--- config.mk ---
export PLATFORM = sky130hd
export DESIGN_NAME = row_buffer
export DESIGN_NICKNAME = d
export VERILOG_FILES = /design/src/hw/ln_pkg.sv /design/src/hw/row_buffer.sv
export SDC_FILE = /design/constraint.sdc
export NUM_CORES = 1
export LEC_CHECK = 0
export BUFFER_PORTS_ARGS = -buffer_cell sky130_fd_sc_hd__clkbuf_2
export CORE_MARGIN = 4
export CORE_UTILIZATION = 62
export DETAILED_ROUTE_END_ITERATION = 16
export GPL_TIMING_DRIVEN = 0
export HOLD_SLACK_MARGIN = 0.1
export PLACE_DENSITY = 0.86
export REMOVE_ABC_BUFFERS = 1
export SLEW_MARGIN = 30
export SYNTH_ARGS = -nofsm -noshare
export SYNTH_HDL_FRONTEND = slang
export SYNTH_SLANG_ARGS = --single-unit
--- constraint.sdc ---
create_clock -name clk -period 10.31 [get_ports clk]
set_clock_uncertainty 0.05 [all_clocks]
set_input_delay 1.5465 -clock clk [delete_from_list [all_inputs] [get_ports clk]]
set_output_delay 1.5465 -clock clk [all_outputs]
set_load 0.02 [all_outputs]
--- src/hw/ln_pkg.sv ---
package ln_pkg;

    // lanes carried by one input beat
    localparam int BUS_NUM = 8;

    // int8 activations, gamma and beta
    localparam int LANE_W = 8;

    // row accumulator and partial sums
    localparam int ACC_W = 32;

    // output right-shift amount
    localparam int SHIFT_W = 5;

    // one activation, gamma or beta value
    typedef logic signed [LANE_W-1:0] lane_t;

    // partial sums, row sum, mean
    typedef logic signed [ACC_W-1:0] acc_t;

    // unsigned shift count
    typedef logic [SHIFT_W-1:0] shift_t;

    // one buffer entry
    // data, gamma and beta lanes side by side, lane 0 in the low bits
    typedef struct packed {
        lane_t [BUS_NUM-1:0] data;
        lane_t [BUS_NUM-1:0] gamma;
        lane_t [BUS_NUM-1:0] beta;
    } beat_t;

    // load sums the row, norm drains the buffer
    typedef enum logic {
        PH_LOAD = 1'b0,
        PH_NORM = 1'b1
    } ln_phase_e;

endpackage

--- src/hw/row_buffer.sv ---
`timescale 1ns/1ns

module row_buffer #(
    parameter int ROW_BEATS = 4
) (
    input  logic          clk,
    input  logic          rstn,
    input  logic          wr_en,
    input  ln_pkg::beat_t din,
    input  logic          rd_en,
    output ln_pkg::beat_t dout
);

    localparam int PTR_W = (ROW_BEATS > 1) ? $clog2(ROW_BEATS) : 1;

    // one row of beats
    ln_pkg::beat_t mem [ROW_BEATS];

    logic [PTR_W-1:0] wr_ptr;
    logic [PTR_W-1:0] rd_ptr;

    // pointers wrap at the row length
    always_ff @(posedge clk or negedge rstn) begin
        if (!rstn) begin
            wr_ptr <= '0;
            rd_ptr <= '0;
        end else begin
            if (wr_en) begin
                wr_ptr <= (wr_ptr == PTR_W'(ROW_BEATS - 1)) ? '0 : wr_ptr + 1'b1;
            end
            if (rd_en) begin
                rd_ptr <= (rd_ptr == PTR_W'(ROW_BEATS - 1)) ? '0 : rd_ptr + 1'b1;
            end
        end
    end

    // storage write
    always_ff @(posedge clk) begin
        if (wr_en) begin
            mem[wr_ptr] <= din;
        end
    end

    // registered read, data one cycle after rd_en
    always_ff @(posedge clk) begin
        if (rd_en) begin
            dout <= mem[rd_ptr];
        end
    end

endmodule

==> reports/qor.yml <==
status: "completed"
cts_sinks: 964
initial_core_util: 0.627
worst_path_max_delay_cell: "edfxtp_1"
cp-end-kind: "primary output"
drt_iter0_drc: 1236
finalHoldViolations: 0
dpl.hpwl_um: 40300
synth_ff_type: "edfxtp_1"
hold_path.class: "reg2reg"
synth_area_mm2: 0.0337
first_pass_iters: 5
pin_count: 388
ir_drop_mv: 0.200
synth_top_area_frac: 0.855
ant_nets: 0
synth-edff-count: 960
track_usage: 0.244
setup_violations: 0
remaining_drc_errors: 0
yosys.cell_types.count: 16
place_worst_setup_slack_ns: 6.95
routed_wl_um: 70400
synth.top_cells.by_count: "960 x edfxtp_1, 192 x mux4_2, 19 x buf_6, 18 x buf_2, 5 x ha_1"
worst_path_largest_cell_delay_ns: 0.43
grt_pass1_vias: 15800
final_nets: 1893
area_growth_pct: 18.6
yosysTopAreaCell: "edfxtp_1"
wl_per_cell_um: 28.4
root_buffer: "clkbuf_16"
overflow: 0
crit_buf_inv: 1
die_area_mm2: 0.0582
rows: 85
ys_ff_latch: 964
clk_pin_slew_ns: 0.06
setup.worst_path.start: "dout[18]"
post-cts-setup-buffers: 0
drive_above_1_share: 0.427
cp-start-kind: "flip-flop"
synth_seq_area_share: 0.858
cts_buffers: 92
ys_async_sr_fraction: 0.00415
grt_max_degree: 59
yosysMostFrequentCell: "edfxtp_1"
viasPerCell: 6.02
syn_inst: 1217
gp_congestion: 0.731
crit_family: "flip-flops"
num_vias: 14900
setup_ws_ns: 7.46
hold_start: "mem[3][33]"
maxSlewHeadroom: 0.637
crit_type: "reg2out"
antenna_found_initial: 11
chipWidth_um: 241
crit_path_cell_trace: "clkbuf_2"
grt_pass1_wl_um: 104000
maxCapViolCount: 0
core_area_mm2: 0.0538
fillers: 2764
max_freq_ghz: 0.351
ys_top_cells_by_area: "edfxtp_1 85%, mux4_2 13%, buf_6 0.63%"
final_area_mm2: 0.0400
clk_path_buf_depth: 3
power_leakage_nw: 13.7
pwr_density_cell_mw_per_mm2: 285
rsz0062_at_grt: "false"
worst_slew_pin_slew_ns: 0.545
drv_slew: 0
avgSynthCellArea_um2: 27.7
cts_max_level: 3
cp_max_fo: 1
cts_resized: 0
min_period_ns: 2.85
clock_latency_ns: 0.63
cts_hold_buf: 0
yosys_warnings: 0
fin_crit_sh: 0.277
required_ns: 8.71
fin_tns_setup_ns: 0
fp.dieH_um: 241
postPlaceCellArea_mm2: 0.0371
critPathArrivalTime_ns: 1.25
port-buffer-count: 387
cts_tree: "done"
reg2reg_from: "rd_ptr[0]"
[report_power, final]
| group | internal [mW] | switching, mW |
|---|---|---|
| registers | 5.29 | 0.275 |
| clock network | 1.84 | 1.38 |
| logic | 1.15 | 1.44 |
[per-stage QoR]
step / hold WS, ns / utilization / total power [mW] / std cells
floorplan: 0.515 / - / 7.68 / 1174
global placement: 0.544 / 0.673 / 8.87 / 2257
detailed placement: 0.567 / 0.689 / 8.22 / 2294
CTS: 0.562 / 0.743 / 11.5 / 2465
global route: 0.586 / 0.743 / 11.8 / 2467
finish: 0.556 / 0.743 / 11.4 / 2473
[placed cells by master, fill, tap and decap left out, types with 2 or more instances in the layout]
cell	netlist	layout
edfxtp_1	960	960
clkbuf_2	0	386
mux4_2	192	192
clkbuf_16	0	95
buf_12	0	24
clkinv_1	0	21
clkbuf_1	2	19
clkinv_2	0	19
buf_16	0	13
diode_2	0	8
ha_1	5	5
clkbuf_8	0	5
bufinv_16	0	5
and2_4	0	4
clkinvlp_4	0	3
inv_1	2	2
o21ai_0	2	2
mux2_2	2	2
inv_6	0	2
clkinv_8	0	2
dfrtp_4	0	2
dfrtp_1	4	2
[cells by family after synthesis]
group,synth area share
adders and majority gates,0.00185
muxes,0.129
and+or+nand+nor,0.00122
AOI/OAI and AO/OA,0.000297
buffers and inverters,0.0101
DFF,0.858
[worst paths after layout]
path | to | slack (ns) | cells after the start
max in group asynchronous | rd_ptr[1] | 9.40 | 1
max reg2reg | dout[143] | 7.84 | 4
max | dout[18] | 7.46 | 1
min | dout[33] | 0.56 | 1
min in group asynchronous | wr_ptr[0] | 0.66 | 1
min reg2reg | dout[33] | 0.56 | 1
[state kept, by name, indices dropped and copies added (netlist names)]
signal	flops
dout	192
rd_ptr	2
wr_ptr	2
mem	768
[area by class of cell]
cell class                 instances  area [µm²]  area share
multi-input combinational        208        4470       0.112
clock inverter                    53         405      0.0101
inverter                           2        7.51    0.000188
timing repair buffer             424        2780      0.0696
sequential                       964       28900       0.723
antenna                            8        20.0    0.000501
clock buffer                     118        2500      0.0626
tap                              696         871      0.0218
[layer usage]
| metal | global-route usage | routed length (µm) | vias to the layer above |
|---|---|---|---|
| met5 | 0 | 58 | - |
| met4 | 0.0704 | 2100 | 10 |
| met3 | 0.0686 | 5190 | 144 |
| met2 | 0.425 | 37900 | 629 |
| met1 | 0.306 | 25100 | 7844 |
| li1 | - | - | 6260 |
Note: power is estimated with default switching activity, not from simulation.
