==> config.mk <==
export PLATFORM = sky130hd
export DESIGN_NAME = norm_ctrl
export DESIGN_NICKNAME = d
export VERILOG_FILES = /design/src/hw/ln_pkg.sv /design/src/hw/norm_ctrl.sv
export SDC_FILE = /design/constraint.sdc
export NUM_CORES = 1
export LEC_CHECK = 0
export BUFFER_PORTS_ARGS = -buffer_cell sky130_fd_sc_hd__buf_4
export CAP_MARGIN = 20
export CORE_AREA = 2 2 39 41
export DETAILED_ROUTE_END_ITERATION = 10
export DIE_AREA = 0 0 41 43
export PLACE_DENSITY = 0.55
export SYNTH_ARGS = -nofsm -noshare
export SYNTH_HDL_FRONTEND = slang
export SYNTH_SLANG_ARGS = --single-unit
==> constraint.sdc <==
create_clock -name clk -period 1.06 [get_ports clk]
set_input_delay 0.159 -clock clk [delete_from_list [all_inputs] [get_ports clk]]
set_output_delay 0.159 -clock clk [all_outputs]
set_load 0.02 [all_outputs]
==> src/hw/ln_pkg.sv <==
package ln_pkg;

    // lanes carried by one input beat
    localparam int BUS_NUM = 8;

    // int8 activations, gamma and beta
    localparam int LANE_W = 8;

    // row accumulator and partial sums
    localparam int ACC_W = 32;

    // output right-shift amount
    localparam int SHIFT_W = 5;

    // one activation, gamma or beta value
    typedef logic signed [LANE_W-1:0] lane_t;

    // partial sums, row sum, mean
    typedef logic signed [ACC_W-1:0] acc_t;

    // unsigned shift count
    typedef logic [SHIFT_W-1:0] shift_t;

    // one buffer entry
    // data, gamma and beta lanes side by side, lane 0 in the low bits
    typedef struct packed {
        lane_t [BUS_NUM-1:0] data;
        lane_t [BUS_NUM-1:0] gamma;
        lane_t [BUS_NUM-1:0] beta;
    } beat_t;

    // load sums the row, norm drains the buffer
    typedef enum logic {
        PH_LOAD = 1'b0,
        PH_NORM = 1'b1
    } ln_phase_e;

endpackage

==> src/hw/norm_ctrl.sv <==
`timescale 1ns/1ns

module norm_ctrl #(
    parameter int ROW_BEATS = 4
) (
    input  logic clk,
    input  logic rstn,
    input  logic in_vld,
    input  logic mean_vld,
    output logic accept,
    output logic rd_en,
    output logic rd_last
);

    localparam int LD_W = $clog2(ROW_BEATS + 1);
    localparam int RD_W = (ROW_BEATS > 1) ? $clog2(ROW_BEATS) : 1;

    ln_pkg::ln_phase_e phase;

    // beats taken in during load
    logic [LD_W-1:0] ld_cnt;
    // reads issued during norm
    logic [RD_W-1:0] rd_cnt;
    logic            row_loaded;

    // a full row waits for its mean, extra beats are dropped
    assign row_loaded = (ld_cnt == LD_W'(ROW_BEATS));
    assign accept     = in_vld && (phase == ln_pkg::PH_LOAD) && !row_loaded;

    // drain runs back to back for the whole norm phase
    assign rd_en   = (phase == ln_pkg::PH_NORM);
    assign rd_last = rd_en && (rd_cnt == RD_W'(ROW_BEATS - 1));

    always_ff @(posedge clk or negedge rstn) begin
        if (!rstn) begin
            phase  <= ln_pkg::PH_LOAD;
            ld_cnt <= '0;
            rd_cnt <= '0;
        end else begin
            case (phase)
                ln_pkg::PH_LOAD: begin
                    if (accept) begin
                        ld_cnt <= ld_cnt + 1'b1;
                    end
                    // mean ready, start the drain
                    if (mean_vld) begin
                        phase  <= ln_pkg::PH_NORM;
                        ld_cnt <= '0;
                        rd_cnt <= '0;
                    end
                end
                ln_pkg::PH_NORM: begin
                    rd_cnt <= rd_cnt + 1'b1;
                    if (rd_last) begin
                        phase  <= ln_pkg::PH_LOAD;
                        rd_cnt <= '0;
                    end
                end
                default: phase <= ln_pkg::PH_LOAD;
            endcase
        end
    end

endmodule

==> results by group <==
Timing
  • Fmax achieved: 0.768 GHz
  • Worst Max-Slew Pin Slew: 0.191 ns
  • Minimum period implied by the final worst setup slack: 1.30 ns
  • Final clock skew: 0.00492 ns
  • Final setup violation count: 5
  • Final hold violation count: 0
  • Sum of negative setup slack: -0.843 ns
  • Worst path setup slack after routing: -0.242 ns
  • RSZ-0062 raised after global routing: true
  • Worst slew margin relative to its limit: 87.2%
  • Slew Limit Fails: 0
  • Share of the cycle needed by the critical path after routing: 123%

Synthesis
  • Sequential share of the synthesized area: 45.3%
  • Area fraction of the dominant cell type after synthesis: 45.3%
  • Post-Synth Simple-Gate Area: 17.7%
  • Combinational family with the most area after synthesis: simple AND/OR/NAND/NOR gates
  • Syn Inst Count: 32
  • Mapped Area: 332 um2
  • Synthesized net count: 39
  • Leading area contributor after synthesis: sky130_fd_sc_hd__dfrtp_1
  • Xor/xnor cell area share of the yosys netlist: 0%
  • Synthesis warning total: 0
  • Leading cell types by total area after synthesis: sky130_fd_sc_hd__dfrtp_1 (45%), sky130_fd_sc_hd__ha_1 (11%), sky130_fd_sc_hd__mux2i_1 (6.0%)
  • Post-synthesis register bit count: 6
  • Number of distinct library cells after synthesis: 16
  • Share of the synthesized area in compound gates (AO/OA/AOI/OAI): 11.7%
  • Adder-Cell Fraction of Synth Area: 11.3%
  • Post-synthesis mux area share: 6.04%
  • Avg Inst Size Synth: 10.4 um2

Cells and area
  • Final core utilization: 36.7%
  • Antenna diodes: 0
  • Multi-input gate area in the final layout: 173 um2
  • Filler cell count in the final layout: 146
  • Area growth, synth to finish: 53.2%
  • Register area: 151 um2
  • Final cell count without fillers: 64
  • Net count of the finished layout: 57
  • Share of post-route cells with drive strength above 1: 54.2%
  • Commonest cells after routing, fill and taps aside: sky130_fd_sc_hd__buf_4 (8), sky130_fd_sc_hd__dfrtp_1 (5), sky130_fd_sc_hd__buf_6 (5)
  • Most frequent standard cell in the layout excluding fill and tap cells: sky130_fd_sc_hd__buf_4

Clock tree
  • Clock insertion delay at the later pin of the skew report: 0.24 ns
  • CTS tree: yes
  • Count of clock tree sinks: 6
  • H-tree depth reported by CTS: 1
  • Number of buffers added by the clock tree synthesis step: 3
  • Clock tree root driver cell: sky130_fd_sc_hd__clkbuf_4
  • Clock Pin Slew Worst Setup and Hold Paths: 0.05 ns
  • Maximum buffer depth of the clock tree: 2

Routing
  • Violation count after the first detailed-routing iteration: 2
  • Post-DR wirelength/cell: 10.1 um
  • Total Routed Length: 648 um
  • DRT Pass-1 Iters: 2
  • Count of unresolved DRC violations after routing: 0
  • Remaining antenna violation count after routing: 0
  • Number of vias in the routed layout: 274
  • Post-detailed-route via-to-cell ratio: 4.28

Power and ir drop
  • Maximum vdd ir drop: 840 uV
  • Leakage power: 0.249 nW
  • Share of total power consumed by net switching: 34.5%
  • Power consumption: 1.39 mW
  • Areal power density over the cells: 2740 nW/um2
  • Relative contribution of the clock network to total power: 14.3%
  • Internal power component: 0.912 mW
  • Power dissipated by switching net loads: 0.481 mW
  • Register share of total power: 29.3%
  • Part of the power in combinational logic: 56.3%

Placement
  • Placer Congestion: 0.626
  • Buffers added on ports: 6
  • Half-perimeter wire length after detailed placement: 495 um
  • Count of placed standard cells including taps: 55

Critical path
  • Start of the worst register-to-register path: ld_cnt[0]$_DFFE_PN0P_
  • Endpoint arrival time on the critical path: 1.14 ns
  • Category of the worst setup path launch point: register
  • Crit path max-delay cell type: sky130_fd_sc_hd__dfrtp_1
  • Reg2Reg Capture Point: ld_cnt[1]$_DFFE_PN0P_
  • Register-to-Register Setup Slack: -0.23 ns
  • Worst path required time: 0.90 ns
  • Maximum cell stage delay along the critical path: 0.37 ns
  • CP startpoint: ld_cnt[0]$_DFFE_PN0P_
  • Ordered cell list for the critical path: inv_1 -> ha_2 -> nand2_1 -> and3_4 -> buf_6
  • R2R cell count: 7
  • Worst setup path end: accept
  • Crit. End Element: output pin
  • Critical-path maximum fanout: 2
  • Start-to-end type of the worst setup path: register to output pin

Floorplanning
  • Top Ports: 7
  • Std-Cell Core Area: 1380 um2
  • Chip width: 41 um
  • Cell row count: 14
  • Die area: 1760 um2
  • Die extent in y: 43 um
  • Starting density of the core: 24.0%

Worst hold path
  • Hold Crit Class: primary input to register

Global routing
  • Global-route wire length before repair: 966 um
  • Final global-route overflow total: 0
  • Vias in the first global route: 269
  • Maximum number of pins on one net before global-route repair: 7
  • Aggregate global-route resource usage: 8.48%
  • Number of antenna violations at the first check in global routing: 0

Run status
  • Violated checks: setup timing
  • Status: finished with violations

Run
  • # Max-Cap Violations: 0
Yosys cell counts:
library cell               instances
sky130_fd_sc_hd__ha_1              3
sky130_fd_sc_hd__nand2_1           3
sky130_fd_sc_hd__inv_1             3
sky130_fd_sc_hd__a22o_1            2
sky130_fd_sc_hd__and2_1            1
sky130_fd_sc_hd__or2_2             1
sky130_fd_sc_hd__nor2_1            3
sky130_fd_sc_hd__dfrtp_1           6
sky130_fd_sc_hd__a41o_1            1
sky130_fd_sc_hd__nand2b_1          2
sky130_fd_sc_hd__and3_4            1
sky130_fd_sc_hd__a21oi_1           1
sky130_fd_sc_hd__mux2i_1           2
sky130_fd_sc_hd__buf_6             1
sky130_fd_sc_hd__a31oi_1           1
sky130_fd_sc_hd__inv_2             1
sequential cells by signal, summed over array words and instances, names as in the netlist:
| register | flops |
|---|---|
| rd_en | 1 |
| rd_cnt | 2 |
| ld_cnt | 3 |
cell type report:
type	instances	area share (%)
Inverter	4	2.96
Multi-Input combinational cell	21	34.0
Tap cell	16	3.94
Timing Repair Buffer	14	24.9
Clock buffer	3	4.43
Sequential cell	6	29.8
stage by stage:
step                worst slack, ns  hold slack, ns  area (um2)
finish                       -0.242           0.219         508
floorplan                   -0.0691          -0.137         334
global placement            -0.0586         -0.0321         403
detailed placement          -0.0841         -0.0310         403
CTS                          -0.261           0.210         493
global route                 -0.313           0.220         508
kinds of logic (layout without fill, tap and decap cells):
family | count (synthesis) | after routing
simple gates | 11 | 11
flops | 6 | 6
compound gates | 5 | 5
buf+inv | 5 | 21
fa+ha+maj | 3 | 3
mux | 2 | 2
critical path, delay by kind of cell, from the launching register on:
| kind | cells | cell delay [ns] |
|---|---|---|
| fa+ha+maj | 1 | 0.16 |
| buf+inv | 2 | 0.18 |
| flops | 1 | 0.37 |
| simple gates | 2 | 0.20 |
how the worst min path moves through the flow:
| stage | from | slack (ns) | depth (start not counted) | endpoint |
|---|---|---|---|---|
| after floorplan | rstn | -0.14 | 0 | ld_cnt[0]$_DFFE_PN0P_ |
| after global placement | rstn | -0.03 | 1 | rd_en$_DFF_PN0_ |
| after detailed placement | rstn | -0.03 | 1 | rd_en$_DFF_PN0_ |
| after CTS | mean_vld | 0.21 | 3 | rd_en$_DFF_PN0_ |
| after global routing | mean_vld | 0.22 | 3 | ld_cnt[2]$_DFFE_PN0P_ |
| final | mean_vld | 0.22 | 3 | rd_en$_DFF_PN0_ |
layer usage:
| metal | GRT usage (%) | up-vias | routed length [um] | part of all wire, % |
|---|---|---|---|---|
| li1 | - | 141 | - | - |
| met1 | 10.5 | 129 | 313 | 48 |
| met2 | 12.5 | 4 | 315 | 49 |
| met3 | 1.57 | 0 | 19 | 2.9 |
| met4 | 6.00 | 0 | 0 | 0 |
| met5 | 0 | - | 0 | 0 |
what timing repair did:
| item | CTS | global route |
|---|---|---|
| hold endpoints to repair | 6 | 0 |
| hold buffers | 1 | 0 |
| endpoints found under the setup margin | 6 | 6 |
| gates resized for setup | 9 | 3 |
| pin swaps | 3 | 1 |
| buffers inserted | 4 | 2 |
power groups by stage:
stage / logic [mW] / registers (mW) / clock network, mW
2_1_floorplan: 0.359 / 0.431 / 0
3_3_place_gp: 0.539 / 0.426 / 0
3_5_place_dp: 0.554 / 0.426 / 0
4_1_cts: 0.737 / 0.420 / 0.218
5_1_grt: 0.863 / 0.420 / 0.230
6_report: 0.785 / 0.408 / 0.200
Power figures use the tool's default switching activity.
