File: src/hw/ln_pkg.sv
package ln_pkg;

    // lanes carried by one input beat
    localparam int BUS_NUM = 8;

    // int8 activations, gamma and beta
    localparam int LANE_W = 8;

    // row accumulator and partial sums
    localparam int ACC_W = 32;

    // output right-shift amount
    localparam int SHIFT_W = 5;

    // one activation, gamma or beta value
    typedef logic signed [LANE_W-1:0] lane_t;

    // partial sums, row sum, mean
    typedef logic signed [ACC_W-1:0] acc_t;

    // unsigned shift count
    typedef logic [SHIFT_W-1:0] shift_t;

    // one buffer entry
    // data, gamma and beta lanes side by side, lane 0 in the low bits
    typedef struct packed {
        lane_t [BUS_NUM-1:0] data;
        lane_t [BUS_NUM-1:0] gamma;
        lane_t [BUS_NUM-1:0] beta;
    } beat_t;

    // load sums the row, norm drains the buffer
    typedef enum logic {
        PH_LOAD = 1'b0,
        PH_NORM = 1'b1
    } ln_phase_e;

endpackage

File: src/hw/mean_accum.sv
`timescale 1ns/1ns

module mean_accum #(
    parameter int ROW_BEATS = 4
) (
    input  logic         clk,
    input  logic         rstn,
    input  ln_pkg::acc_t sum,
    input  logic         sum_vld,
    output ln_pkg::acc_t mean,
    output logic         mean_vld
);

    localparam int CNT_W = (ROW_BEATS > 1) ? $clog2(ROW_BEATS) : 1;

    // divide by the element count of a row
    localparam int MEAN_SH = $clog2(ROW_BEATS * ln_pkg::BUS_NUM);

    logic [CNT_W-1:0] cnt;
    ln_pkg::acc_t     row_sum;

    // last beat of the row has been added
    logic row_done;

    always_ff @(posedge clk or negedge rstn) begin
        if (!rstn) begin
            cnt      <= '0;
            row_sum  <= '0;
            row_done <= 1'b0;
            mean_vld <= 1'b0;
        end else begin
            mean_vld <= row_done;
            row_done <= 1'b0;
            if (row_done) begin
                // fresh start for the next row
                row_sum <= '0;
                cnt     <= '0;
            end else if (sum_vld) begin
                row_sum <= row_sum + sum;
                if (cnt == CNT_W'(ROW_BEATS - 1)) begin
                    cnt      <= '0;
                    row_done <= 1'b1;
                end else begin
                    cnt <= cnt + 1'b1;
                end
            end
        end
    end

    // arithmetic shift keeps the sign of negative rows
    always_ff @(posedge clk) begin
        if (row_done) begin
            mean <= row_sum >>> MEAN_SH;
        end
    end

endmodule

File: config.mk
export PLATFORM = sky130hd
export DESIGN_NAME = mean_accum
export DESIGN_NICKNAME = d
export VERILOG_FILES = /design/src/hw/ln_pkg.sv /design/src/hw/mean_accum.sv
export SDC_FILE = /design/constraint.sdc
export NUM_CORES = 1
export LEC_CHECK = 0
export ABC_AREA = 1
export BUFFER_PORTS_ARGS = -buffer_cell sky130_fd_sc_hd__buf_4
export CORE_MARGIN = 2
export CORE_UTILIZATION = 55
export CTS_CLUSTER_DIAMETER = 60
export DETAILED_ROUTE_END_ITERATION = 10
export HOLD_SLACK_MARGIN = 0.05
export PLACE_DENSITY_LB_ADDON = 0.2
export SETUP_SLACK_MARGIN = 0.3
export SLEW_MARGIN = 5
export SYNTH_ARGS = -nofsm -noshare
export SYNTH_HDL_FRONTEND = slang
export SYNTH_SLANG_ARGS = --single-unit
File: constraint.sdc
create_clock -name clk -period 2.55 [get_ports clk]
set_clock_uncertainty 0.15 [all_clocks]
set_input_delay 0.1275 -clock clk [delete_from_list [all_inputs] [get_ports clk]]
set_output_delay 0.1275 -clock clk [all_outputs]
set_load 0.02 [all_outputs]
==> run metrics, run 1 <==
Avg Cell Area, Syn=6.81 sq um; DRC violations left=0; sequential-to-total area share from yosys stat=37.5%; synthesized-area fraction occupied by adder cells=9.22%; post-layout util=67.6%; Die H=95.1 um; IO Pins=68; full die area=9040 sq um; unrepaired setup endpoints after global routing=false; pin count of the biggest net entering global routing=37; Ant. Diodes=0; drt wl/cell=14.2 um; yosys warns=0; Combinational Power Share=56.3%; maxcap violations=0; sw frac=47.5%; Sequential Area=1710 sq um; row count=33; maximum clock rate=472 MHz; Pins Over Slew Limit=0; Iteration-0 DRC Markers=190; Die Wd=95.1 um; grt total ovfl=0; global-route wire length before repair=19700 um; TritonRoute pass-1 iters=5; Core ar.=8130 sq um; startpoint types=input port; Multi-input gate area=2410 sq um; Global Route Usage Sum=28.5%; Num CTS Buffers=9; fin crit period=2.12 ns; GP Congestion=0.956; Hold Vio Cnt, Final=0; sequential power share=27.6%; Slew headroom=66.0%; Setup Viol. Count Final=0; EDFF count, synth=27; antenna violations before repair=0; largest family of logic cells by synthesized area=simple AND/OR/NAND/NOR gates; Worst-Margin Slew=0.510 ns; drt total wl=12200 um; share of cells above drive strength 1=15.4%; Synth Instances=670; Synth Area in XOR/XNOR=1.15%; Clk network pwr share=16.1%; Synth Area in Compound Gates=5.65%; TritonCTS clock tree=done; largest fanout on the critical path=4; Post-Syn Area=4560 sq um; Clock Tree Root=clkbuf_8; period utilisation layout=83.1%; run status=complete, no violations; Synth Flop Type=dfrtp_1; Worst-Skew Late Latency=0.35 ns; Post-DP HPWL=9290 um; Crit Path Class=in2reg; Worst VDD drop=0.638 mV; post-synthesis mux area share=0%; Post-Synth Simple-Gate Area=35.0%; H-tree Lvls=3; PD cells=1130 nW/um^2; initial cell density of the core=56.1%; sw power=2.95 mW; area grow syn2layout=20.6%; fin nets=814; Tightest Hold Check Type=in2reg; Finished Cell Area=5500 sq um; fillers=725; CTS Sinks=63; number of global-route vias before repair=4161; Buffers on Ports=67; Power Internal=3.27 mW; leakage power=3.08 nW; asr flop ratio synth=57.1%; Synthesized Nets=738; setup repair bufs after CTS=0; placed standard-cell area=5160 sq um; Synth Register Bits=63; final antenna-violating net count=0; Reg clk slew, reported paths=0.08 ns; arrival time at the worst endpoint=2.20 ns; Critical Path Sink Type=flip-flop; Worst EP required=2.63 ns; CTS Buffer Depth=2; Yosys cell types=30; vias per cell=5.10; via count=4369; setup TNS=0 ns
critical path, cell delays in order:
cell and delay, ns:
dlygate4sd3_1 0.53, buf_4 0.10, ha_2 0.18, inv_1 0.05
fa_1 0.39, inv_1 0.10, nand3_1 0.09, nand3_2 0.11
nand3_1 0.09, nand3_2 0.11, a21oi_1 0.07, o21ai_1 0.16
nand2_1 0.09
logic make-up after synthesis:
logic type                 count (synthesis)
AOI/OAI and AO/OA                         46
and+or+nand+nor                          390
adders and majority gates                 33
buffers and inverters                    132
xor gates and xnor gates                   6
DFF                                       63
Yosys cell counts, types with 3 or more instances:
master | instances | area, sq um
nand4_1 | 5 | 31.3
o21bai_1 | 3 | 22.5
edfxtp_1 | 27 | 811
nand2_1 | 279 | 1050
ha_1 | 32 | 400
dfrtp_1 | 36 | 901
inv_1 | 121 | 454
xnor2_1 | 4 | 35.0
nand2_2 | 6 | 37.5
nor2_1 | 39 | 146
o21ai_0 | 11 | 55.1
buf_4 | 7 | 52.6
clkbuf_1 | 3 | 11.3
or2_2 | 3 | 18.8
nor3_1 | 3 | 15.0
nand3_1 | 45 | 225
nor2_2 | 4 | 25.0
a21oi_1 | 25 | 125
path summary, 6_finish.rpt:
path	from	endpoint	depth (start not counted)	slack [ns]
worst max-delay path	sum[0]	row_sum[12]	13	0.43
worst min-delay path	sum[30]	row_sum[30]	5	0.07
worst max register to register	row_sum[2]	row_sum[29]	11	0.45
worst min register to register	row_sum[8]	mean[3]	0	0.33
max in group asynchronous	rstn	row_sum[17]	2	1.75
min in group asynchronous	rstn	row_sum[3]	2	0.14
sequential cells by signal, summed over array words and instances, names as in the netlist:
register  count
row_sum      32
mean         27
cnt           2
row_done      1
mean_vld      1
stage by stage:
step	instances	power (mW)	hold WS [ns]	worst slack, ns
after global placement	836	4.99	-0.0211	0.425
final	856	6.22	0.0702	0.430
after CTS	856	6.10	0.0611	0.365
after floorplan	670	4.15	-0.318	0.636
after detailed placement	836	5.08	-0.0151	0.387
after global routing	856	6.77	0.0953	0.300
layout make-up:
class | instances | share of cell area, %
repair buffers | 75 | 10.4
flip-flops and latches | 63 | 31.1
inverters | 122 | 8.32
multi-input cells | 475 | 43.7
well taps | 105 | 2.39
clock buffers | 9 | 2.25
clock inverters | 7 | 1.77
layer usage:
metal	track usage, %	part of all wire (%)	vias to the layer above
met5	0	0	-
met4	11.5	1.9	0
met3	4.35	5.2	20
met2	44.6	44	143
met1	39.6	49	1980
li1	-	-	2226
power by group through the flow:
stage,clock network [mW],logic [mW],registers [mW]
2_1_floorplan,0,2.42,1.73
3_3_place_gp,0,3.30,1.70
3_5_place_dp,0,3.36,1.72
4_1_cts,1.02,3.39,1.70
5_1_grt,1.06,3.95,1.76
6_report,1.00,3.50,1.72
what timing repair did:
item                       in CTS  in global routing
hold endpoints to repair       43                  0
setup endpoints to repair       0                 10
gates resized for setup         0                 16
hold buffers                    4                  0
layout by cell type, fill, tap and decap left out, drive strengths merged, types with 5 or more instances in the layout:
master  count
a21oi      25
buf        71
clkbuf      9
dfrtp      36
edfxtp     27
ha         32
inv       121
nand2     285
nand3      46
nand4       5
nor2       43
nor3        5
o21ai      12
No activity file was read; power rests on OpenSTA's default activity.
==> run 2: changes to the inputs <==
==> constraint.sdc (replaced) <==
create_clock -name clk -period 2.2 [get_ports clk]
set_clock_uncertainty 0.15 [all_clocks]
set_input_delay 0.11 -clock clk [delete_from_list [all_inputs] [get_ports clk]]
set_output_delay 0.11 -clock clk [all_outputs]
set_load 0.02 [all_outputs]
==> run metrics, run 2 (synthesis gave the netlist of run 1 again) <==
run status=complete, no violations; Pins Over Slew Limit=0 (unchanged); vias per cell=5.38 (+5.4%); CP delay by family, top=simple AND/OR/NAND/NOR gates; crit path buf inv count=0 (-4); Crit path top cell by count=nand2_1; Buffers on Ports=67 (unchanged); drt total wl=14700 um (+21%); startpoint types=flip-flop; initial cell density of the core=56.1% (unchanged); fin crit period=2.05 ns; Slew headroom=64.6% (-1.4 points); Num CTS Buffers=9 (unchanged); drt wl/cell=16.3 um (+14%); Largest Register=row_sum; most common cell after layout, fill and taps aside=nand2_1; PD cells=1350 nW/um^2 (+19%); CTS Buffer Depth=2 (unchanged); maxcap violations=0 (unchanged); Tightest Hold Check Type=in2reg; grt met1 use=43.0% (+3.3 points); row count=33 (unchanged); max reg flops=32 (unchanged); Reg clk slew, reported paths=0.08 ns (about the same); met2 Resource Use GR=50.3% (+5.7 points); Setup Viol. Count Final=0 (unchanged); number of global-route vias before repair=4471 (+7.5%); Hold Vio Cnt, Final=0 (unchanged); leakage power=3.38 nW (+9.5%); FF-to-FF setup slack=0.15 ns (-0.30 ns); fillers=524 (-28%); Most Crowded Layer GR=met2; unrepaired setup endpoints after global routing=true; TritonRoute pass-1 iters=5 (unchanged); Post-DP HPWL=9200 um (-1.0%); Largest regs=row_sum (32), mean (27), cnt (2); Ant. Diodes=0 (unchanged); M3 GR Usage=6.09% (+1.7 points); setup TNS=0 ns (unchanged); area grow syn2layout=44.2%; Die H=95.1 um (unchanged); IO Pins=68 (unchanged); Die Wd=95.1 um (unchanged); H-tree Lvls=3 (unchanged); Global Route Usage Sum=31.6% (+3.1 points); Iteration-0 DRC Markers=330 (+74%); Worst-Margin Slew=0.531 ns (+0.0210 ns); full die area=9040 sq um (unchanged); antenna violations before repair=0 (unchanged); maximum clock rate=489 MHz; Total Power=8.88 mW (+43%); share of cells above drive strength 1=33.9% (+18 points); DRC violations left=0 (unchanged); grt total ovfl=0 (unchanged); Core ar.=8130 sq um (unchanged); commonest cells after routing, fill and taps aside=nand2_1, inv_1, buf_4, nand2_2; CTS Sinks=63 (unchanged); pin count of the biggest net entering global routing=37 (unchanged); CP Cell Sequence=ha_4, nand2_1, nor2_1, nand2_2, nand2_4, nand3_2, nand2_2, nand2_1, nand2_1, o21ai_2; Crit Path Class=reg2reg; TritonCTS clock tree=done; Clock Tree Root=clkbuf_8; Worst path max stage delay=0.42 ns (-0.11 ns); Worst-Skew Late Latency=0.37 ns (+0.02 ns); via count=4863 (+11%); Worst VDD drop=0.698 mV (+9.3%); Slowest-stage cell, CP=dfrtp_1; arrival time at the worst endpoint=2.15 ns (-0.05 ns); global-route wire length before repair=21600 um (+10%); final antenna-violating net count=0 (unchanged); largest fanout on the critical path=5 (+1); fin nets=862 (+5.9%); Critical Path Sink Type=flip-flop; Worst EP required=2.30 ns (-0.33 ns); period utilisation layout=93.0%; GP Congestion=0.942 (-1.5%)
## run 2: changes by cell type in the layout (fill, tap and decap cells not counted), sizes merged
cell         delta
buf            +32
inv             +3
clkinvlp        +2
clkinv          -3
bufinv          -2
dlygate4sd3    +16
## run 2: worst paths after layout
path                       depth (start not counted)          end         from
max                                               10  row_sum[16]   row_sum[7]
min reg2reg                                        0     mean[25]  row_sum[30]
min in group asynchronous                          2   row_sum[3]         rstn
max reg2reg                                       10  row_sum[16]   row_sum[7]
min                                                5  row_sum[28]      sum[28]
max in group asynchronous                          2  row_sum[25]         rstn
## run 2: report_power, final
group,leakage (nW),switching (mW),internal [mW]
combinational,2.61,3.39,2.44
clock,0.0789,0.558,0.419
sequential,0.688,0.377,1.69
## run 2: per-layer routing
metal | up-vias | share of wire [%]
met5 | - | 0
li1 | 2335 | -
met3 | 46 | 7.7
met2 | 235 | 46
met1 | 2247 | 43
met4 | 0 | 2.6
## run 2: layout make-up
class	count	area [sq um]	share of cell area (%)
clock buffer	9	124	1.88
clock inverter	7	56.3	0.856
inverter	122	465	7.08
multi-input combinational	475	3100	47.2
sequential	63	1710	26.1
tap	105	131	2.00
timing repair buffer	123	981	14.9
## run 2: repair_timing
action                                  4_1_cts  5_1_grt
pin swaps                                    14       38
buffers inserted                              8       22
endpoints found under the setup margin       24       26
endpoints found under the hold margin        55        2
hold buffers                                 18        2
gates resized for setup                      67      108
## run 2: worst register-to-register path, delay by kind of cell, from the launching register on
family          cells  cell delay [ns]
flops               1             0.42
compound gates      1             0.07
simple gates        8             0.97
fa+ha+maj           1             0.32
## run 2: stage by stage
| stage | instances | instance area [sq um] | utilization [%] | setup WS [ns] | hold slack [ns] |
|---|---|---|---|---|---|
| 3_5_place_dp | 838 | 5180 | 63.7 | 0.000476 | -0.0260 |
| 6_report | 904 | 6580 | 80.8 | 0.155 | 0.0477 |
| 3_3_place_gp | 838 | 5180 | 63.7 | 0.0629 | -0.0246 |
| 4_1_cts | 880 | 6020 | 74.0 | 0.204 | 0.0519 |
| 5_1_grt | 904 | 6580 | 80.8 | 0.0567 | 0.0790 |
| 2_1_floorplan | 670 | 4570 | - | 0.311 | -0.336 |
