$ cat config.mk
export PLATFORM = sky130hd
export DESIGN_NAME = adder_tree
export DESIGN_NICKNAME = d
export VERILOG_FILES = /design/src/hw/ln_pkg.sv /design/src/hw/adder_tree.sv
export SDC_FILE = /design/constraint.sdc
export NUM_CORES = 1
export LEC_CHECK = 0
export ABC_AREA = 1
export BUFFER_PORTS_ARGS = -buffer_cell sky130_fd_sc_hd__buf_2
export CAP_MARGIN = 20
export CORE_MARGIN = 4
export CORE_UTILIZATION = 64
export CTS_CLUSTER_SIZE = 25
export DETAILED_ROUTE_END_ITERATION = 8
export PLACE_DENSITY = 0.88
export SYNTH_ARGS = -nofsm -noshare
export SYNTH_HDL_FRONTEND = slang
export SYNTH_SLANG_ARGS = --single-unit
$ cat constraint.sdc
create_clock -name clk -period 5 [get_ports clk]
set_clock_uncertainty 0.1 [all_clocks]
set_input_delay 0.75 -clock clk [delete_from_list [all_inputs] [get_ports clk]]
set_output_delay 0.75 -clock clk [all_outputs]
set_load 0.05 [all_outputs]
$ cat src/hw/ln_pkg.sv
package ln_pkg;

    // lanes carried by one input beat
    localparam int BUS_NUM = 8;

    // int8 activations, gamma and beta
    localparam int LANE_W = 8;

    // row accumulator and partial sums
    localparam int ACC_W = 32;

    // output right-shift amount
    localparam int SHIFT_W = 5;

    // one activation, gamma or beta value
    typedef logic signed [LANE_W-1:0] lane_t;

    // partial sums, row sum, mean
    typedef logic signed [ACC_W-1:0] acc_t;

    // unsigned shift count
    typedef logic [SHIFT_W-1:0] shift_t;

    // one buffer entry
    // data, gamma and beta lanes side by side, lane 0 in the low bits
    typedef struct packed {
        lane_t [BUS_NUM-1:0] data;
        lane_t [BUS_NUM-1:0] gamma;
        lane_t [BUS_NUM-1:0] beta;
    } beat_t;

    // load sums the row, norm drains the buffer
    typedef enum logic {
        PH_LOAD = 1'b0,
        PH_NORM = 1'b1
    } ln_phase_e;

endpackage

$ cat src/hw/adder_tree.sv
`timescale 1ns/1ns

module adder_tree (
    input  logic                                    clk,
    input  logic                                    rstn,
    input  ln_pkg::lane_t [ln_pkg::BUS_NUM-1:0]     data,
    input  logic                                    vld,
    output ln_pkg::acc_t                            sum,
    output logic                                    sum_vld
);

    // one register level per halving of the lane count
    localparam int LEVELS = $clog2(ln_pkg::BUS_NUM);

    // valid travels one level per clock
    logic [LEVELS-1:0] vld_q;

    always_ff @(posedge clk or negedge rstn) begin
        if (!rstn) begin
            vld_q <= '0;
        end else begin
            vld_q[0] <= vld;
            for (int k = 1; k < LEVELS; k++) begin
                vld_q[k] <= vld_q[k-1];
            end
        end
    end

    // pairwise adds, each level registered
    for (genvar l = 0; l < LEVELS; l++) begin : g_lvl
        localparam int N = ln_pkg::BUS_NUM >> (l + 1);

        // partial sums produced by this level
        ln_pkg::acc_t part [N];

        for (genvar j = 0; j < N; j++) begin : g_add
            if (l == 0) begin : g_leaf
                // lanes sign-extended to the accumulator width
                always_ff @(posedge clk) begin
                    part[j] <= ln_pkg::acc_t'(data[2*j]) + ln_pkg::acc_t'(data[2*j+1]);
                end
            end else begin : g_node
                // combine neighbours of the level below
                always_ff @(posedge clk) begin
                    part[j] <= g_lvl[l-1].part[2*j] + g_lvl[l-1].part[2*j+1];
                end
            end
        end
    end

    // root of the tree
    assign sum     = g_lvl[LEVELS-1].part[0];
    assign sum_vld = vld_q[LEVELS-1];

endmodule

==> insert_results.sql, run 1 <==
INSERT INTO impl_metrics (metric_group, metric, value, unit) VALUES
('clock_network', 'cts_max_path_buffers', '2', ''),
('layout', 'final_design_area_no_fill', '8950', 'µm²'),
('run', 'max-cap-violations', '0', ''),
('critical_path', 'cp.arrival', '2.98', 'ns'),
('layout', 'finish.net_count', '1267', ''),
('clock_network', 'worst_skew_pair.late_latency', '0.42', 'ns'),
('die', 'dieArea', '13800', 'µm²'),
('clock_network', 'cts-hold-fix-buffers', '0', ''),
('timing', 'timing.final.setup_violations', '0', ''),
('die', 'die_w', '118', 'µm'),
('synth', 'synth.top_cell.area_share', '33.8', '%'),
('synth', 'yosys_register_bits', '133', ''),
('global_route', 'globalRoute.busiestLayer', 'met2', ''),
('critical_path', 'critical_path.max_fanout', '11', ''),
('synth', 'synth.top_cells.by_area', 'dfxtp_1 (34%), nand2_1 (15%), ha_1 (13%)', ''),
('global_route', 'grt_pass1_vias', '6111', ''),
('worst_hold_path', 'classification_of_the_worst_slack_hold_path', 'in2async', ''),
('timing', 'setup_tns', '0', 'ns'),
('synth', 'syn-mean-instance-area', '7.98', 'µm²'),
('synth', 'muxShareOfSynthArea', '0', '%'),
('routing', 'ant_nets', '0', ''),
('clock_network', 'post_cts_resize_count', '0', ''),
('global_route', 'largest_net_degree_at_the_start_of_global_routing', '17', ''),
('layout', 'layout_commonest_cell', 'nand2_1', ''),
('global_route', 'total_routing_resource_utilization_after_global_routing', '25.2', '%'),
('status', 'status', 'completed', ''),
('power', 'powerDensity', '734', 'nW/µm²'),
('global_route', 'met2_usage', '44.2', '%'),
('clock_network', 'post-cts-setup-buffers', '0', ''),
('routing', 'drt_pass1_iterations', '5', ''),
('layout', 'syn_to_final_growth', '16.3', '%'),
('timing', 'hold_viol', '0', ''),
('global_route', 'grt_antenna_before_repair', '0', ''),
('layout', 'final-seq-area', '2680', 'µm²'),
('synth', 'synth.yosys.seq_area_share', '34.8', '%'),
('global_route', 'grt_pass1_wl', '28000', 'µm'),
('synth', 'netlist-cell-type-count', '28', ''),
('clock_network', 'cts_max_level', '4', ''),
('layout', 'fillers', '807', ''),
('global_route', 'global_route.overflow_total', '0', ''),
('routing', 'routed-via-count', '6188', ''),
('layout', 'diodes', '0', ''),
('synth', 'synthCells', '965', ''),
('layout', 'postLayoutCoreUtil', '77.1', '%'),
('synth', 'syn_nets', '1151', ''),
('timing', 'hold-worst-slack', '0.0184', 'ns'),
('global_route', 'groute.layer.met1.usage', '30.4', '%'),
('clock_network', 'path_clk_slew', '0.06', 'ns'),
('power', 'worst_ir_drop_vdd', '0.330', 'mV'),
('routing', 'drt_drc_violations_left', '0', ''),
('synth', 'synthesis.area', '7700', 'µm²'),
('timing', 'max_freq', '0.358', 'GHz'),
('routing', 'wirelength', '16800', 'µm'),
('timing', 'maxSlewViolCount', '0', ''),
('clock_network', 'cts_tree', 'done', ''),
('placement', 'placement.cell_area', '8350', 'µm²'),
('timing', 'timing.final.crit_period', '2.79', 'ns'),
('synth', 'simple_gate_area_share_of_the_yosys_netlist', '20.4', '%'),
('synth', 'synth_compound_area_share', '6.83', '%'),
('global_route', 'groute.layer.met3.usage', '4.61', '%'),
('synth', 'synth_adder_area_share', '23.2', '%'),
('synth', 'main_combinational_cell_family_by_area_after_synthesis', 'adder cells', ''),
('critical_path', 'worst_setup_path_end_kind', 'flip-flop', ''),
('routing', 'detail_route.vias_per_cell', '5.01', ''),
('timing', 'grt_setup_unrepaired', 'no', ''),
('clock_network', 'cts_inserted_buffers', '17', ''),
('timing', 'post-route-period-util', '55.8', '%'),
('placement', 'place.detailed.hpwl', '13000', 'µm'),
('placement', 'io_buffer_count', '99', ''),
('layout', 'drive_above_1_share', '12.7', '%'),
('layout', 'layout.cells.most_common_list', 'nand2_1 (307), inv_1 (162), dfxtp_1 (130)', '');
-- routing by layer --
metal,share of wire [%],up-vias
li1,-,3189
met1,42,2763
met3,5.6,37
met5,0,-
met2,50,199
met4,2.6,0
-- flip-flops by register name (all words and copies together), names as in the netlist --
name	cells
vld_q	3
g_lvl.part	130
-- synthesized netlist by cell type --
cell type,count
o21ai_4,2
nand3_1,38
inv_1,162
ha_1,80
a31oi_2,1
o21ai_0,22
buf_6,1
a31oi_1,2
nor2_1,42
a21oi_1,48
nor2_2,1
o21ai_2,1
nor3_1,9
or2_2,1
xnor2_1,2
a21boi_2,1
dfxtp_1,130
nand2_1,307
a21oi_2,2
o21bai_1,6
a21o_1,4
nand2_2,1
fa_1,39
nand4_1,1
o21ai_1,1
xor2_1,57
buf_2,1
dfrtp_1,3
-- final timing paths --
check,to,slack [ns],cells after the start
max in group asynchronous,vld_q[1],4.68,1
min,vld_q[2],0.02,1
min reg2reg,vld_q[1],0.25,0
max reg2reg,g_lvl[1].part[0][45],2.21,5
min in group clk,vld_q[1],0.25,0
max,g_lvl[1].part[0][45],2.21,5
-- report_power, final --
| group | switching [mW] | internal [mW] | leakage [nW] | total, mW |
|---|---|---|---|---|
| registers | 0.201 | 1.53 | 1.13 | 1.73 |
| clock network | 0.436 | 0.794 | 0.299 | 1.23 |
| logic | 2.48 | 1.13 | 3.64 | 3.61 |
| total | 3.12 | 3.45 | 5.07 | 6.57 |
-- worst max-delay path, cell delays in order, from the launching register on --
cell and delay (ns):
dfxtp_1 0.76, ha_1 0.52, a21o_1 0.26, a31oi_2 0.30
o21ai_0 0.25, fa_1 0.47
-- stage by stage --
step	instances	setup slack (ns)	total power [mW]
after floorplan	965	2.59	4.40
after global placement	1205	2.38	5.15
after detailed placement	1205	2.26	5.26
after CTS	1236	2.20	6.55
after global routing	1236	2.00	7.10
final	1236	2.21	6.57
-- final cells by class --
class / instances / share of cell area [%]
sequential: 133 / 29.9
clock inverter: 8 / 1.09
inverter: 162 / 6.79
tap: 143 / 2.00
multi-input combinational: 668 / 49.1
timing repair buffer: 99 / 5.54
clock buffer: 23 / 5.56
-- cells by family after synthesis --
group / after synthesis
and+or+nand+nor: 400
buffers and inverters: 164
DFF: 133
adders and majority gates: 119
AOI/OAI and AO/OA: 90
xor gates and xnor gates: 59
Power figures use the tool's default switching activity.
==> run 2: changes to the inputs <==
--- a/config.mk
+++ b/config.mk
@@ -9,10 +9,10 @@
 export BUFFER_PORTS_ARGS = -buffer_cell sky130_fd_sc_hd__buf_2
 export CAP_MARGIN = 20
 export CORE_MARGIN = 4
-export CORE_UTILIZATION = 64
+export CORE_UTILIZATION = 59
 export CTS_CLUSTER_SIZE = 25
 export DETAILED_ROUTE_END_ITERATION = 8
-export PLACE_DENSITY = 0.88
+export PLACE_DENSITY = 0.82
 export SYNTH_ARGS = -nofsm -noshare
 export SYNTH_HDL_FRONTEND = slang
 export SYNTH_SLANG_ARGS = --single-unit
==> constraint.sdc (replaced) <==
create_clock -name clk -period 2.9 [get_ports clk]
set_clock_uncertainty 0.1 [all_clocks]
set_input_delay 0.435 -clock clk [delete_from_list [all_inputs] [get_ports clk]]
set_output_delay 0.435 -clock clk [all_outputs]
set_load 0.05 [all_outputs]
==> run 2 against run 1 <==
Against the previous run: clock-buffer cell count is 3 lower; final area is 0.53% higher; register-to-register slack worse by 1.8 ns; sequential share of layout area is 0.16 points lower; setup slack worse by 1.8 ns; highest routed layer unchanged; hold slack better by 0.0046 ns.
==> insert_results.sql, run 2 (synthesis gave the netlist of run 1 again) <==
INSERT INTO impl_metrics (metric_group, metric, value, unit) VALUES
('timing', 'maxSlewHeadroom', '63.1', '%'),
('critical_path', 'rrSetupSlack', '0.45', 'ns'),
('clock_network', 'post-cts-setup-buffers', '0', ''),
('layout', 'top_regs', 'g_lvl.part x130, vld_q x3', ''),
('layout', 'final-seq-area', '2680', 'µm²'),
('power', 'leakage', '5.07', 'nW'),
('die', 'design.core.area', '12700', 'µm²'),
('routing', 'drt_pass1_iterations', '5', ''),
('global_route', 'largest_net_degree_at_the_start_of_global_routing', '17', ''),
('layout', 'top_register', 'g_lvl.part', ''),
('critical_path', 'cp.arrival', '2.64', 'ns'),
('routing', 'wirelength', '16500', 'µm'),
('status', 'status', 'completed', ''),
('layout', 'postLayoutCoreUtil', '71.0', '%'),
('critical_path', 'cp_cell_sequence', 'ha_1 -> fa_1 -> nand3_1 -> nand2_1 -> a21oi_2 -> o21ai_0 -> fa_1', ''),
('clock_network', 'cts_max_level', '4', ''),
('global_route', 'global_route.overflow_total', '0', ''),
('critical_path', 'worst_path_max_delay_cell', 'fa_1', ''),
('critical_path', 'cp-start-kind', 'flip-flop', ''),
('critical_path', 'buf_inv_on_cp', '0', ''),
('power', 'worst_ir_drop_vdd', '0.458', 'mV'),
('die', 'floorplan.initialDensity', '60.7', '%'),
('critical_path', 'worst-setup-path-type', 'reg2reg', ''),
('critical_path', 'worst_setup_path_end_kind', 'flip-flop', ''),
('global_route', 'total_routing_resource_utilization_after_global_routing', '23.6', '%'),
('layout', 'diodes', '0', ''),
('layout', 'multi_input_comb_area', '4390', 'µm²'),
('run', 'max-cap-violations', '0', ''),
('routing', 'drt-wirelength-per-cell', '13.0', 'µm'),
('timing', 'final_critical_path_setup_slack', '0.453', 'ns'),
('die', 'num_rows', '41', ''),
('clock_network', 'cts_sinks', '133', ''),
('placement', 'place.detailed.hpwl', '13100', 'µm'),
('layout', 'largest_register_ff_count', '130', ''),
('routing', 'routed-via-count', '6212', ''),
('layout', 'finish.net_count', '1272', ''),
('timing', 'grt_setup_unrepaired', 'no', ''),
('clock_network', 'cts_max_path_buffers', '2', ''),
('worst_hold_path', 'classification_of_the_worst_slack_hold_path', 'in2reg', ''),
('global_route', 'grt_pass1_wl', '27400', 'µm'),
('clock_network', 'cts_inserted_buffers', '17', ''),
('clock_network', 'path_clk_slew', '0.06', 'ns'),
('layout', 'layout_commonest_cell', 'nand2_1', ''),
('placement', 'gp_congestion', '0.937', ''),
('placement', 'io_buffer_count', '99', ''),
('clock_network', 'worst_skew_pair.late_latency', '0.42', 'ns'),
('timing', 'maxSlewViolCount', '0', ''),
('die', 'pin_count', '100', ''),
('timing', 'timing.final.setup_violations', '0', ''),
('layout', 'drive_above_1_share', '12.9', '%'),
('critical_path', 'cp_slowest_stage_delay', '0.49', 'ns'),
('clock_network', 'cts_tree', 'done', ''),
('clock_network', 'post_cts_resize_count', '0', ''),
('global_route', 'grt_pass1_vias', '6068', ''),
('power', 'powerDensity', '1250', 'nW/µm²'),
('layout', 'fillers', '1017', ''),
('timing', 'max_slew.worst_pin.slew', '0.553', 'ns'),
('timing', 'hold_viol', '0', ''),
('timing', 'max_freq', '0.409', 'GHz'),
('clock_network', 'cts-root-buf', 'clkbuf_16', ''),
('timing', 'post-route-period-util', '84.4', '%'),
('die', 'die_height', '122', 'µm'),
('clock_network', 'cts-hold-fix-buffers', '1', ''),
('critical_path', 'required', '3.09', 'ns'),
('global_route', 'grt_antenna_before_repair', '0', ''),
('die', 'die_w', '122', 'µm'),
('critical_path', 'cp_top_family', 'adder cells', ''),
('critical_path', 'critical_path.max_fanout', '5', ''),
('routing', 'first_iter_violations', '382', ''),
('timing', 'setup_tns', '0', 'ns'),
('layout', 'layout.cells.most_common_list', 'nand2_1 (307), inv_1 (162), dfxtp_1 (130)', ''),
('die', 'dieArea', '14900', 'µm²'),
('placement', 'dpl_worst_slack', '0.556', 'ns'),
('critical_path', 'timing.critical_path.mode_cell', 'fa_1', ''),
('timing', 'timing.final.crit_period', '2.45', 'ns'),
('routing', 'detail_route.vias_per_cell', '4.89', ''),
('layout', 'syn_to_final_growth', '16.9', '%'),
('routing', 'drt_drc_violations_left', '0', ''),
('routing', 'ant_nets', '0', '');
## run 2: path summary, 6_finish.rpt
kind | endpoint | from | cells past startpoint
setup / recovery | g_lvl[1].part[0][42] | g_lvl[0].part[3][0] | 7
hold / removal | vld_q[0] | vld | 1
setup reg to reg | g_lvl[1].part[0][42] | g_lvl[0].part[3][0] | 7
hold reg to reg | vld_q[1] | vld_q[0] | 0
max in group asynchronous | vld_q[2] | rstn | 2
min in group asynchronous | vld_q[0] | rstn | 2
## run 2: cell type report
class	count	area share [%]
inverter	162	6.76
clock buffer	20	4.85
clock inverter	12	1.45
multi-input combinational	668	48.8
timing repair buffer	104	5.95
sequential	133	29.8
tap	172	2.39
## run 2: through the flow
step / power (mW) / hold slack [ns] / instance area (µm²) / instances
2_1_floorplan: 7.58 / 0.0394 / 7700 / 965
3_3_place_gp: 8.91 / 0.130 / 8420 / 1238
3_5_place_dp: 9.08 / 0.132 / 8420 / 1238
4_1_cts: 11.2 / 0.0101 / 9000 / 1271
5_1_grt: 12.2 / 0.0188 / 9000 / 1271
6_report: 11.2 / 0.0230 / 9000 / 1271
## run 2: where the power goes
group	leakage [nW]	total (mW)	internal, mW	switching [mW]
combinational	3.66	6.22	1.94	4.28
sequential	1.13	2.94	2.64	0.309
clock	0.275	2.05	1.26	0.784
total	5.07	11.2	5.84	5.37
## run 2: routing by layer
metal / vias up / GRT usage, % / wire length [µm] / part of all wire (%)
met2: 187 / 40.2 / 8020 / 49
met1: 2786 / 28.4 / 6960 / 42
met4: 0 / 11.6 / 548 / 3.3
met3: 44 / 5.12 / 953 / 5.8
met5: - / 0 / 0 / 0
li1: 3195 / - / - / -
